===== src/mips_macros.svh =====
`ifndef MIPS_MACROS_SVH
`define MIPS_MACROS_SVH

// Datapath width, used for words and byte addresses
`define MIPS_DATA_W 32

// Register file geometry
`define MIPS_REG_COUNT 32
`define MIPS_REG_ADDR_W 5

// First fetch address after reset
`define MIPS_RESET_VECTOR 32'hBFC00000

// Jumping here stops the CPU
`define MIPS_HALT_ADDR 32'h00000000

// Word accesses only, all four lanes on
`define MIPS_BYTEEN_ALL 4'b1111

`define MIPS_V0_INDEX 2    // $v0 is shown on register_v0

`endif


===== src/mips_core_pkg.sv =====
`default_nettype none

`include "mips_macros.svh"

package mips_core_pkg;

    // Multicycle sequencer states
    typedef enum logic [1:0] {
        FETCH = 2'd0,    // Instruction read on the bus
        EXEC  = 2'd1,    // Decode, ALU, writeback or PC update
        MEM   = 2'd2,    // Data read or write for LW/SW
        HALT  = 2'd3     // Parked until reset
    } ctrl_state_t;

    typedef enum logic [3:0] {
        ALU_ADD  = 4'd0,
        ALU_SUB  = 4'd1,
        ALU_AND  = 4'd2,
        ALU_OR   = 4'd3,
        ALU_XOR  = 4'd4,
        ALU_SLT  = 4'd5,    // Signed compare
        ALU_SLTU = 4'd6,    // Unsigned compare
        ALU_SLL  = 4'd7,
        ALU_SRL  = 4'd8,
        ALU_SRA  = 4'd9,    // Keeps the sign bit
        ALU_LUI  = 4'd10    // Immediate into the upper half
    } alu_op_t;

    // Second ALU operand
    typedef enum logic {
        SRC_REG = 1'b0,    // rt read data
        SRC_IMM = 1'b1     // Extended immediate
    } alu_src_t;

    // One Avalon request, driven by the control unit
    typedef struct packed {
        logic [`MIPS_DATA_W-1:0] address;
        logic                    read;
        logic                    write;
        logic [`MIPS_DATA_W-1:0] writedata;
    } bus_req_t;

endpackage

`default_nettype wire


===== src/mips_isa_pkg.sv =====
`default_nettype none

`include "mips_macros.svh"

package mips_isa_pkg;

    import mips_core_pkg::*;

    typedef logic [`MIPS_DATA_W-1:0]     word_t;      // Data word or byte address
    typedef logic [`MIPS_REG_ADDR_W-1:0] reg_addr_t;  // Register index
    typedef logic [15:0]                 imm16_t;     // Raw I-type immediate
    typedef logic [25:0]                 jtarget_t;   // Raw J-type target
    typedef logic [4:0]                  shamt_t;     // Shift amount

    // Primary opcodes, bits 31:26
    typedef enum logic [5:0] {
        OP_R     = 6'd0,     // Function field selects the operation
        OP_J     = 6'd2,
        OP_BEQ   = 6'd4,
        OP_BNE   = 6'd5,
        OP_ADDIU = 6'd9,
        OP_SLTI  = 6'd10,
        OP_SLTIU = 6'd11,
        OP_ANDI  = 6'd12,
        OP_ORI   = 6'd13,
        OP_XORI  = 6'd14,
        OP_LUI   = 6'd15,
        OP_LW    = 6'd35,
        OP_SW    = 6'd43
    } opcode_t;

    // R-type function codes, bits 5:0
    typedef enum logic [5:0] {
        FN_SLL  = 6'd0,
        FN_SRL  = 6'd2,
        FN_SRA  = 6'd3,
        FN_SLLV = 6'd4,
        FN_SRLV = 6'd6,
        FN_SRAV = 6'd7,
        FN_JR   = 6'd8,
        FN_ADDU = 6'd33,
        FN_SUBU = 6'd35,
        FN_AND  = 6'd36,
        FN_OR   = 6'd37,
        FN_XOR  = 6'd38,
        FN_SLT  = 6'd42,
        FN_SLTU = 6'd43
    } funct_t;

    typedef struct packed {
        alu_op_t   alu_op;
        alu_src_t  src_b;
        logic      shift_var;   // Shift amount comes from rs
        logic      wr_en;       // Result goes to the register file
        reg_addr_t wr_addr;
        word_t     imm;         // Already extended
        shamt_t    shamt;       // Zero unless a fixed shift
        logic      is_load;
        logic      is_store;
        logic      is_beq;
        logic      is_bne;
        logic      is_j;
        logic      is_jr;
        reg_addr_t rs;
        reg_addr_t rt;
        jtarget_t  target;
    } decoded_instr_t;

endpackage

`default_nettype wire


===== src/mips_decoder.sv =====
`default_nettype none

module mips_decoder
    import mips_core_pkg::*;
    import mips_isa_pkg::*;
(
    input  wire word_t      instr,
    output decoded_instr_t  dec
);

    opcode_t   opcode;
    funct_t    funct;
    imm16_t    imm16;
    reg_addr_t rd_field;
    shamt_t    sh_field;

    // Field split
    assign opcode   = opcode_t'(instr[31:26]);
    assign funct    = funct_t'(instr[5:0]);
    assign imm16    = instr[15:0];
    assign rd_field = instr[15:11];
    assign sh_field = instr[10:6];

    always_comb begin
        dec         = '0;                   // Unknown encodings fall out as no-ops
        dec.alu_op  = ALU_ADD;
        dec.src_b   = SRC_REG;
        dec.rs      = instr[25:21];
        dec.rt      = instr[20:16];
        dec.target  = instr[25:0];
        dec.imm     = {{16{imm16[15]}}, imm16};    // Sign extend by default
        dec.wr_addr = instr[20:16];                // rt for I-type

        case (opcode)
            OP_R: begin
                dec.wr_addr = rd_field;
                dec.wr_en   = 1'b1;
                case (funct)
                    FN_ADDU: dec.alu_op = ALU_ADD;
                    FN_SUBU: dec.alu_op = ALU_SUB;
                    FN_AND:  dec.alu_op = ALU_AND;
                    FN_OR:   dec.alu_op = ALU_OR;
                    FN_XOR:  dec.alu_op = ALU_XOR;
                    FN_SLT:  dec.alu_op = ALU_SLT;
                    FN_SLTU: dec.alu_op = ALU_SLTU;
                    FN_SLL: begin
                        dec.alu_op = ALU_SLL;
                        dec.shamt  = sh_field;
                    end
                    FN_SRL: begin
                        dec.alu_op = ALU_SRL;
                        dec.shamt  = sh_field;
                    end
                    FN_SRA: begin
                        dec.alu_op = ALU_SRA;
                        dec.shamt  = sh_field;
                    end
                    FN_SLLV: begin
                        dec.alu_op    = ALU_SLL;
                        dec.shift_var = 1'b1;
                    end
                    FN_SRLV: begin
                        dec.alu_op    = ALU_SRL;
                        dec.shift_var = 1'b1;
                    end
                    FN_SRAV: begin
                        dec.alu_op    = ALU_SRA;
                        dec.shift_var = 1'b1;
                    end
                    FN_JR: begin
                        dec.wr_en = 1'b0;    // No link register in this subset
                        dec.is_jr = 1'b1;
                    end
                    default: dec.wr_en = 1'b0;
                endcase
            end
            OP_J:   dec.is_j = 1'b1;
            OP_BEQ: dec.is_beq = 1'b1;     // Compare rs with rt through the ALU
            OP_BNE: dec.is_bne = 1'b1;
            OP_ADDIU, OP_SLTI, OP_SLTIU, OP_LUI: begin
                dec.wr_en = 1'b1;
                dec.src_b = SRC_IMM;
                case (opcode)
                    OP_SLTI:  dec.alu_op = ALU_SLT;
                    OP_SLTIU: dec.alu_op = ALU_SLTU;    // Sign-extended, then unsigned compare
                    OP_LUI:   dec.alu_op = ALU_LUI;
                    default:  dec.alu_op = ALU_ADD;
                endcase
            end
            OP_ANDI, OP_ORI, OP_XORI: begin
                dec.wr_en = 1'b1;
                dec.src_b = SRC_IMM;
                dec.imm   = {16'b0, imm16};         // Logical immediates zero extend
                case (opcode)
                    OP_ANDI: dec.alu_op = ALU_AND;
                    OP_ORI:  dec.alu_op = ALU_OR;
                    default: dec.alu_op = ALU_XOR;
                endcase
            end
            OP_LW: begin
                dec.wr_en   = 1'b1;                 // Written from readdata in MEM
                dec.src_b   = SRC_IMM;
                dec.is_load = 1'b1;
            end
            OP_SW: begin
                dec.src_b    = SRC_IMM;
                dec.is_store = 1'b1;
            end
            default: ;
        endcase
    end

endmodule

`default_nettype wire


===== src/mips_alu.sv =====
`default_nettype none

module mips_alu
    import mips_core_pkg::*;
    import mips_isa_pkg::*;
(
    input  wire alu_op_t op,
    input  wire word_t   a,
    input  wire word_t   b,
    input  wire shamt_t  shamt,
    output word_t        result,
    output logic         equal
);

    shamt_t sh;
    logic   lt_signed;
    logic   lt_unsigned;

    // Control zeroes a on fixed shifts and the decoder zeroes shamt on variable ones
    assign sh = shamt | a[4:0];

    assign lt_signed   = $signed(a) < $signed(b);
    assign lt_unsigned = a < b;

    assign equal = (a == b);    // BEQ / BNE condition

    always_comb begin
        case (op)
            ALU_ADD:  result = a + b;
            ALU_SUB:  result = a - b;
            ALU_AND:  result = a & b;
            ALU_OR:   result = a | b;
            ALU_XOR:  result = a ^ b;
            ALU_SLT:  result = {{(`MIPS_DATA_W-1){1'b0}}, lt_signed};
            ALU_SLTU: result = {{(`MIPS_DATA_W-1){1'b0}}, lt_unsigned};
            ALU_SLL:  result = b << sh;                 // Shifted value is rt
            ALU_SRL:  result = b >> sh;
            ALU_SRA:  result = word_t'($signed(b) >>> sh);
            ALU_LUI:  result = {b[15:0], 16'b0};
            default:  result = '0;
        endcase
    end

endmodule

`default_nettype wire


===== src/mips_reg_file.sv =====
`default_nettype none

`include "mips_macros.svh"

module mips_reg_file
    import mips_isa_pkg::*;
(
    input  wire            clk,
    input  wire            reset,
    input  wire reg_addr_t rd_addr_a,
    input  wire reg_addr_t rd_addr_b,
    output word_t          rd_data_a,
    output word_t          rd_data_b,
    input  wire            wr_en,
    input  wire reg_addr_t wr_addr,
    input  wire word_t     wr_data,
    output word_t          v0
);

    word_t regs [0:`MIPS_REG_COUNT-1];

    // $zero is cleared here and never written afterwards
    always_ff @(posedge clk) begin
        if (reset) begin
            for (int i = 0; i < `MIPS_REG_COUNT; i++) begin
                regs[i] <= '0;
            end
        end else if (wr_en && (wr_addr != '0)) begin
            regs[wr_addr] <= wr_data;
        end
    end

    assign rd_data_a = regs[rd_addr_a];    // Combinational reads
    assign rd_data_b = regs[rd_addr_b];
    assign v0        = regs[`MIPS_V0_INDEX];

endmodule

`default_nettype wire


===== src/mips_control.sv =====
`default_nettype none

`include "mips_macros.svh"

module mips_control
    import mips_core_pkg::*;
    import mips_isa_pkg::*;
(
    input  wire                 clk,
    input  wire                 reset,
    input  wire decoded_instr_t dec,
    input  wire word_t          rs_data,
    input  wire word_t          rt_data,
    input  wire word_t          alu_result,
    input  wire                 alu_equal,
    input  wire word_t          readdata,
    input  wire                 waitrequest,
    output word_t               instr,
    output word_t               alu_a,
    output word_t               alu_b,
    output logic                wr_en,
    output reg_addr_t           wr_addr,
    output word_t               wr_data,
    output bus_req_t            bus_req,
    output logic                active
);

    ctrl_state_t state;
    word_t       pc;
    word_t       ir;
    word_t       pc_plus4;
    word_t       branch_target;
    word_t       jump_target;
    word_t       next_pc;
    logic        taken;
    logic        fixed_shift;
    logic        mem_op;
    logic        halt_next;

    assign instr = ir;

    // Operand select
    assign fixed_shift = !dec.shift_var &&
                         (dec.alu_op inside {ALU_SLL, ALU_SRL, ALU_SRA});
    assign alu_a = fixed_shift ? '0 : rs_data;    // Amount then comes only from shamt
    assign alu_b = (dec.src_b == SRC_IMM) ? dec.imm : rt_data;

    // Next PC, no delay slot
    assign pc_plus4      = pc + 32'd4;
    assign branch_target = pc_plus4 + {dec.imm[29:0], 2'b00};
    assign jump_target   = {pc_plus4[31:28], dec.target, 2'b00};
    assign taken         = (dec.is_beq && alu_equal) || (dec.is_bne && !alu_equal);

    always_comb begin
        if (taken)
            next_pc = branch_target;
        else if (dec.is_j)
            next_pc = jump_target;
        else if (dec.is_jr)
            next_pc = rs_data;
        else
            next_pc = pc_plus4;
    end

    assign halt_next = (next_pc == `MIPS_HALT_ADDR);
    assign mem_op    = dec.is_load || dec.is_store;

    // Sequencer and PC
    always_ff @(posedge clk) begin
        if (reset) begin
            state <= FETCH;
            pc    <= `MIPS_RESET_VECTOR;
        end else begin
            case (state)
                FETCH: begin
                    if (!waitrequest)
                        state <= EXEC;
                end
                EXEC: begin
                    if (mem_op) begin
                        state <= MEM;                    // PC moves when the access completes
                    end else begin
                        pc    <= next_pc;
                        state <= halt_next ? HALT : FETCH;
                    end
                end
                MEM: begin
                    if (!waitrequest) begin
                        pc    <= next_pc;
                        state <= halt_next ? HALT : FETCH;
                    end
                end
                default: state <= HALT;                  // Held until reset
            endcase
        end
    end

    // Instruction register, loaded at the completing fetch edge
    always_ff @(posedge clk) begin
        if ((state == FETCH) && !waitrequest)
            ir <= readdata;
    end

    // Writeback, ALU results in EXEC and load data at the MEM completing edge
    always_comb begin
        wr_addr = dec.wr_addr;
        if (state == MEM) begin
            wr_en   = dec.is_load && !waitrequest;
            wr_data = readdata;
        end else begin
            wr_en   = (state == EXEC) && dec.wr_en && !dec.is_load;
            wr_data = alu_result;
        end
    end

    // Avalon request, stable while waitrequest is high
    always_comb begin
        bus_req = '0;
        case (state)
            FETCH: begin
                bus_req.address = pc;
                bus_req.read    = 1'b1;
            end
            MEM: begin
                bus_req.address   = alu_result;    // rs + offset
                bus_req.read      = dec.is_load;
                bus_req.write     = dec.is_store;
                bus_req.writedata = rt_data;
            end
            default: ;
        endcase
    end

    assign active = (state != HALT);

endmodule

`default_nettype wire


===== src/mips_cpu_bus.sv =====
`default_nettype none

`include "mips_macros.svh"

module mips_cpu_bus
    import mips_core_pkg::*;
    import mips_isa_pkg::*;
(
    input  wire        clk,
    input  wire        reset,
    output logic       active,
    output word_t      register_v0,
    output word_t      address,
    output logic       write,
    output logic       read,
    input  wire        waitrequest,
    output word_t      writedata,
    output logic [3:0] byteenable,
    input  wire word_t readdata
);

    decoded_instr_t dec;
    bus_req_t       bus_req;
    word_t          instr;
    word_t          rs_data;
    word_t          rt_data;
    word_t          alu_a;
    word_t          alu_b;
    word_t          alu_result;
    logic           alu_equal;
    logic           wr_en;
    reg_addr_t      wr_addr;
    word_t          wr_data;

    mips_control u_control (
        .clk         (clk),
        .reset       (reset),
        .dec         (dec),
        .rs_data     (rs_data),
        .rt_data     (rt_data),
        .alu_result  (alu_result),
        .alu_equal   (alu_equal),
        .readdata    (readdata),
        .waitrequest (waitrequest),
        .instr       (instr),
        .alu_a       (alu_a),
        .alu_b       (alu_b),
        .wr_en       (wr_en),
        .wr_addr     (wr_addr),
        .wr_data     (wr_data),
        .bus_req     (bus_req),
        .active      (active)
    );

    mips_decoder u_decoder (
        .instr (instr),
        .dec   (dec)
    );

    mips_alu u_alu (
        .op     (dec.alu_op),
        .a      (alu_a),
        .b      (alu_b),
        .shamt  (dec.shamt),
        .result (alu_result),
        .equal  (alu_equal)
    );

    mips_reg_file u_reg_file (
        .clk       (clk),
        .reset     (reset),
        .rd_addr_a (dec.rs),
        .rd_addr_b (dec.rt),
        .rd_data_a (rs_data),
        .rd_data_b (rt_data),
        .wr_en     (wr_en),
        .wr_addr   (wr_addr),
        .wr_data   (wr_data),
        .v0        (register_v0)
    );

    // Avalon pins
    assign address    = bus_req.address;
    assign read       = bus_req.read;
    assign write      = bus_req.write;
    assign writedata  = bus_req.writedata;
    assign byteenable = (bus_req.read || bus_req.write) ? `MIPS_BYTEEN_ALL : 4'b0000;

endmodule

`default_nettype wire


===== config.mk =====
export PLATFORM = sky130hd
export DESIGN_NAME = mips_cpu_bus
export DESIGN_NICKNAME = d
export VERILOG_FILES = /design/src/mips_core_pkg.sv /design/src/mips_isa_pkg.sv /design/src/mips_decoder.sv /design/src/mips_alu.sv /design/src/mips_reg_file.sv /design/src/mips_control.sv /design/src/mips_cpu_bus.sv
export VERILOG_INCLUDE_DIRS = /design/src
export SDC_FILE = /design/constraint.sdc
export NUM_CORES = 2
export LEC_CHECK = 0
export BUFFER_PORTS_ARGS = -buffer_cell sky130_fd_sc_hd__buf_2
export CORE_MARGIN = 1.5
export CORE_UTILIZATION = 45
export CTS_CLUSTER_DIAMETER = 80
export DETAILED_ROUTE_END_ITERATION = 8
export HOLD_SLACK_MARGIN = 0.15
export PLACE_DENSITY = 0.63
export SLEW_MARGIN = 20
export SYNTH_ARGS = -nofsm -noshare
export SYNTH_HDL_FRONTEND = slang
export SYNTH_HIERARCHICAL = 1
export SYNTH_SLANG_ARGS = --single-unit

===== constraint.sdc =====
create_clock -name clk -period 7.8 [get_ports clk]
set_input_delay 0 -clock clk [delete_from_list [all_inputs] [get_ports clk]]
set_output_delay 0 -clock clk [all_outputs]
set_load 0.02 [all_outputs]

Word level (Yosys, flattened, before mapping)
Memory sizes are Yosys's and may differ from the RTL's. A register that Yosys moved wholly into a read port is not among the register bits.
Cells that the tools add are included.
{"block": "op_classes", "n_eq_ne": 42, "bitwise_logic": 4, "mux": 49, "n_lt_le_gt_ge": 2, "reduce_logical": 36, "add_sub_neg": 4, "shift": 3}
{"operator": "$pmux W32 S11", "n": 1}
{"operator": "$mux W32", "n": 10}
{"operator": "$pmux W33 S2", "n": 1}
{"operator": "$add A32 B32 Y32", "n": 2}
{"operator": "$lt A32 B32 Y1", "n": 2}
{"operator": "$pmux W32 S2", "n": 1}
{"operator": "$eq A6 B6 Y1 const B", "n": 9}
{"operator": "$eq A6 B4 Y1 const B", "n": 8}
{"operator": "$pmux W4 S9", "n": 1}
{"operator": "$mux W33", "n": 1}
{"operator": "$add A32 B3 Y32 const B", "n": 1}
{"operator": "$and A32 B32 Y32", "n": 1}
{"operator": "$eq A32 B32 Y1", "n": 1}
{"operator": "$logic_not A32 Y1", "n": 1}
{"operator": "$or A32 B32 Y32", "n": 1}
{"operator": "$reduce_or A32 Y1", "n": 1}
{"operator": "$shl A32 B5 Y32", "n": 1}
{"operator": "$shr A32 B5 Y32", "n": 1}
{"operator": "$sshr A32 B5 Y32", "n": 1}
{"operator": "$sub A32 B32 Y32", "n": 1}
{"operator": "$xor A32 B32 Y32", "n": 1}
{"operator": "$eq A6 B3 Y1 const B", "n": 5}
{"operator": "$mux W5", "n": 6}
{"operator": "$pmux W4 S3", "n": 2}
{"operator": "32 further kinds", "n": 80}
{"block": "totals", "mem_count": 1, "elab_cells": 144, "register_bits": 66, "ram_bits": 1024, "output_inout_bits": 103}
{"name": "u_reg_file.regs", "words": 32, "width": 32, "rd": 3, "rd_clocked_by_memory_dff": 2, "wr": 32, "line_no": "mips_reg_file.sv:20", "source": "word_t regs [0:`MIPS_REG_COUNT-1];"}

Depth between registers and ports, before layout
{"block": "depth", "word_depth": 17, "depth_mapped": 31}

Modules after synthesis
Netlist, hierarchy kept.
{"mod": "mips_reg_file", "cells_each": 4605, "seq_area_each_um2": 30749.5, "area_each_um2": 56132.6, "instances": 1}
{"mod": "mips_alu", "cells_each": 1374, "seq_area_each_um2": 0.0, "area_each_um2": 9123.8, "instances": 1}
{"mod": "mips_control", "cells_each": 952, "seq_area_each_um2": 1641.6, "area_each_um2": 7616.1, "instances": 1}
{"mod": "mips_decoder", "cells_each": 149, "seq_area_each_um2": 0.0, "area_each_um2": 1021.0, "instances": 1}
{"mod": "mips_cpu_bus", "cells_each": 4, "seq_area_each_um2": 0.0, "area_each_um2": 28.8, "instances": 1}

Worst setup path before layout
No wires, ideal clock.
{"block": "synth_path", "path_type": "register to register", "start": "reg u_control.ir[5] (netlist: u_control/instr[5])", "end": "reg u_control.state[0]", "path_buffers": 4, "arrival_time_ns": 6.628, "required_time_ns": 7.718, "path_stages_with_launch": 27, "setup_slack_ns": 1.090, "path_cell_list": "edfxtp_1 clkbuf_2 nor2b_1 and3_1 a221oi_1 o31ai_1 or3b_2 a21oi_1 clkbuf_1 nor2b_1 inv_1 ha_1 buf_6 or4_4 nor3_1 nand4_1 nor3_1 mux2i_1 clkbuf_1 o21ai_0 nor4_1 nand4_1 a2111o_1 or4_4 nor4_4 a32oi_1 o21ai_1"}
{"item": "from (decl)", "line_no": "mips_control.sv:30", "source": "word_t ir;"}
{"item": "from (signal assigned)", "line_no": "mips_control.sv:101", "source": "ir <= readdata;"}
{"item": "to (signal assigned)", "line_no": "mips_control.sv:84", "source": "state <= halt_next ? HALT : FETCH;"}
{"item": "to (signal assigned)", "line_no": "mips_control.sv:90", "source": "state <= halt_next ? HALT : FETCH;"}
{"item": "to (decl)", "line_no": "mips_control.sv:28", "source": "ctrl_state_t state;"}

==> reports/results.txt <==
Arrival time of data at the critical path endpoint: 7.77 ns
Top fanout value on the critical path: 33
Number of clock sinks seen by CTS: 1090
Slew @ Worst Pin: 1.13 ns
Kind of path behind the tightest hold check: input pin to register
Largest net degree at the start of global routing: 84
Number of antenna violations at the first check in global routing: 12
Register area share after synthesis: 43.8%
Die Area: 167000 µm²
RSZ-0062 raised after global routing: yes
Fmax: 129 MHz
Share of synthesized area spent on multiplexers: 17.6%
Area of the core: 163000 µm²
Max-cap violations: 0
Post-route antenna net violation count: 0
Share of cells above drive strength 1: 12.6%
Detailed placement HPWL: 201 mm
Ports placed on the boundary: 138
Capturing instance or port of the critical path: address[28]
Via count normalized by instance count: 6.41
Clock slew at the register clock pins of the worst setup and hold paths: 0.06 ns
GRT Overall Usage: 33.6%
Instance count of the mapped netlist: 7084
Final Wtd Congestion: 1.06
Start point of the critical path: u_control/instr[17]$_DFFE_PP_
Vias after detailed routing: 59890
First-pass GRT wire length: 413 mm
Worst clock skew on the final layout: 0.113 ns
Final total power: 17800 µW
Fillers: 14774
Horizontal extent of the die: 408 µm
Number of buffers created by CTS: 119
Violated checks: DRC
Number of setup violations in the final report: 0
Least setup slack across all paths after layout: 0.0307 ns
Max transition margin: 25.0%
Layout overhead on the synthesized area: 9.94%
Initial detailed-routing violation count: 7618
Number of search-and-repair iterations in the first detailed-routing pass: 9
Number of synthesized flops with an enable pin: 1056
Post-Synth XOR/XNOR Area: 0.587%
Fin. Hold Viols: 0
Compound-cell area share of the yosys netlist: 12.4%
Critical Path Sink Type: output pin
Static leakage power: 0.0328 µW
Routed len/inst: 31.1 µm
Count of unique library cells instantiated by Yosys: 110
Max-slew violations: 0
Synth Warn #: 6
Largest stage delay, worst path: 0.60 ns
Clock Path Buffers: 3
GRT Residual Overflow: 0
Pwr Density: 219 nW/µm²
Die height: 408 µm
Critical path data required time: 7.80 ns
Post-placement cell count: 9054
Worst-path cell chain: buf_12 -> buf_12 -> mux2i_1 -> a22oi_1 -> a31oi_1 -> nand3_1 -> mux2_2 -> inv_1 -> ha_1 -> buf_4 -> a21o_1 -> a21oi_1 -> nand2_1 -> o2111ai_1 -> nand3_1 -> a211oi_1 -> o21ai_1 -> a221o_1 -> a211o_1 -> buf_4 -> mux2i_1 -> buf_4 -> nor2_1 -> buf_2
Overall routed net length: 291 mm
Clock root buffer: sky130_fd_sc_hd__clkbuf_16
DRC violation count after routing: 1
Clock latency on the worst-skew pair: 0.80 ns
Count of buffers inserted at the top-level ports: 137
Number of non-filler instances in the completed layout: 9346
Critical path type: register to output pin
Worst hold path depth: 2
Portion of the clock cycle consumed by the worst path in the final layout: 99.6%
Post-placement worst setup slack: -0.160 ns
Post-synth ARST share: 0%
Startpoint class of the critical path: register
Number of flip-flops and latches in the synthesized netlist: 1090
Combinational family with the most area after synthesis: multiplexers
Average footprint of a synthesized cell: 10.4 µm²
Fin Hold WS: 0.205 ns
Peak VDD IR: 0.260 mV
Final-stage net count: 7237
Critical R2R Launch: u_control/instr[18]$_DFFE_PP_
Site row count: 148
Reg2reg end: u_control/state[0]$_SDFFE_PP0P_
Synth Area in Adders: 2.33%
Number of global-route vias before repair: 57255
Clock tree from TritonCTS: built
Minimum clock period after layout: 7.77 ns
Outcome: finished, violations left
Initial standard-cell utilization of the core: 45.4%
Ys flop type: sky130_fd_sc_hd__edfxtp_1
Basic-gate share of the synthesized area counting and, or, nand and nor cells: 17.5%
Number of levels in the clock H-tree: 3
Combined area of all synthesized cells: 73900 µm²
Area taken by flip-flops and latches: 32400 µm²
Slowest CP cell: sky130_fd_sc_hd__mux2_2
Reg2reg path depth: 26
Most frequent CP cell: sky130_fd_sc_hd__buf_4
Area of the multi-input gates: 37600 µm²
Setup slack on the worst flop-to-flop path: 0.08 ns
-- synthesized netlist by cell type, drive strengths merged (9+ instances only) --
cell type	number	area share, %
dfxtp	34	0.92
or2	51	0.43
a22oi	209	2.1
o221ai	15	0.19
nand2	383	2.0
a221o	21	0.28
o21a	20	0.20
a31oi	85	0.72
and2	1050	8.9
nand4	19	0.18
inv	122	0.62
a21boi	9	0.091
mux2i	1149	16
edfxtp	1056	43
ha	133	2.3
mux4	28	0.85
a211o	13	0.17
xnor2	29	0.34
nand2b	23	0.21
a22o	136	1.6
a211oi	35	0.36
buf	324	3.1
nor2	300	1.6
o31ai	17	0.21
nor2b	56	0.47
a221oi	26	0.35
xor2	18	0.21
clkbuf	379	2.0
o21bai	16	0.16
mux2	75	1.1
nor3	138	0.93
o211ai	48	0.49
or3	30	0.26
or4	10	0.12
a21o	30	0.30
a21oi	390	2.7
o2111ai	17	0.20
nor4	22	0.22
o22ai	25	0.21
o21ai	176	1.2
nand3	250	1.7
and3	17	0.14
-- through the flow --
stage	cell area [µm²]	util [%]	setup TNS [ns]
floorplan	74000	-	0
global placement	76800	47.2	-0.126
detailed placement	76900	47.2	-0.250
CTS	81100	49.8	0
global route	81300	49.9	-0.00218
finish	81300	49.9	0
-- repair_timing --
action,in CTS,in global routing
endpoints found under the hold margin,404,0
endpoints found under the setup margin,2,7
gates resized for setup,2,17
hold buffers,56,0
buffers inserted,0,9
-- layer usage --
| metal | vias up | share of wire [%] | track usage, % |
|---|---|---|---|
| met4 | 10 | 5.5 | 16.1 |
| met5 | - | 0.024 | 0 |
| li1 | 25859 | - | - |
| met2 | 3499 | 45 | 53.2 |
| met1 | 29806 | 40 | 44.6 |
| met3 | 716 | 9.1 | 5.74 |
-- sequential cells by signal, summed over array words and instances (netlist names) --
signal and count:
u_reg_file/regs 1024, u_control/pc 32, u_control/instr 32, u_control/state 2
-- layout by cell type (no fill, tap or decap), types with 136 or more instances in the layout --
cell,instances
sky130_fd_sc_hd__a21oi_1,383
sky130_fd_sc_hd__a22o_1,136
sky130_fd_sc_hd__a22oi_1,209
sky130_fd_sc_hd__and2_1,1046
sky130_fd_sc_hd__buf_2,136
sky130_fd_sc_hd__buf_4,294
sky130_fd_sc_hd__edfxtp_1,1056
sky130_fd_sc_hd__mux2i_1,1147
sky130_fd_sc_hd__nand2_1,381
sky130_fd_sc_hd__nand3_1,247
sky130_fd_sc_hd__nor2_1,261
sky130_fd_sc_hd__o21ai_0,148
-- cells by family after synthesis --
| logic type | count (synthesis) |
|---|---|
| other | 1 |
| AOI/OAI and AO/OA | 1355 |
| xor gates and xnor gates | 48 |
| and+or+nand+nor | 2377 |
| DFF | 1090 |
| muxes | 1252 |
| adders and majority gates | 136 |
| buffers and inverters | 825 |
-- power breakdown --
| group | internal [µW] | switching, µW |
|---|---|---|
| Combinational | 1740 | 3910 |
| Sequential | 6630 | 155 |
| Clock | 2940 | 2450 |
-- layout make-up --
class                           count  share of cell area (%)
Antenna cell                        5                  0.0154
Clock buffer                      159                    3.89
Clock inverter                     62                   0.607
Inverter                          122                   0.563
Multi-Input combinational cell   5200                    46.3
Sequential cell                  1090                    39.9
Tap cell                         2175                    3.35
Timing Repair Buffer              533                    5.39
-- how the worst min path moves through the flow --
stage / startpoint / endpoint / slack (ns)
5_1_grt: readdata[19] / u_control/instr[19]$_DFFE_PP_ / 0.16
3_5_place_dp: readdata[11] / u_control/instr[11]$_DFFE_PP_ / 0.20
3_3_place_gp: readdata[8] / u_control/instr[8]$_DFFE_PP_ / 0.19
2_1_floorplan: readdata[0] / u_control/instr[0]$_DFFE_PP_ / 0.1
4_1_cts: readdata[19] / u_control/instr[19]$_DFFE_PP_ / 0.15
6_report: readdata[17] / u_control/instr[17]$_DFFE_PP_ / 0.21
-- worst max-delay path: cells and delay by family, from the launching register on --
family / cells / cell delay, ns
AO/OA/AOI/OAI: 9 / 2.58
buffers and inverters: 7 / 1.42
AND/OR/NAND/NOR: 4 / 1.14
flip-flops: 1 / 0.47
multiplexers: 3 / 1.06
adder cells (fa/ha/maj): 1 / 0.26
Note: power is estimated with default switching activity, not from simulation.
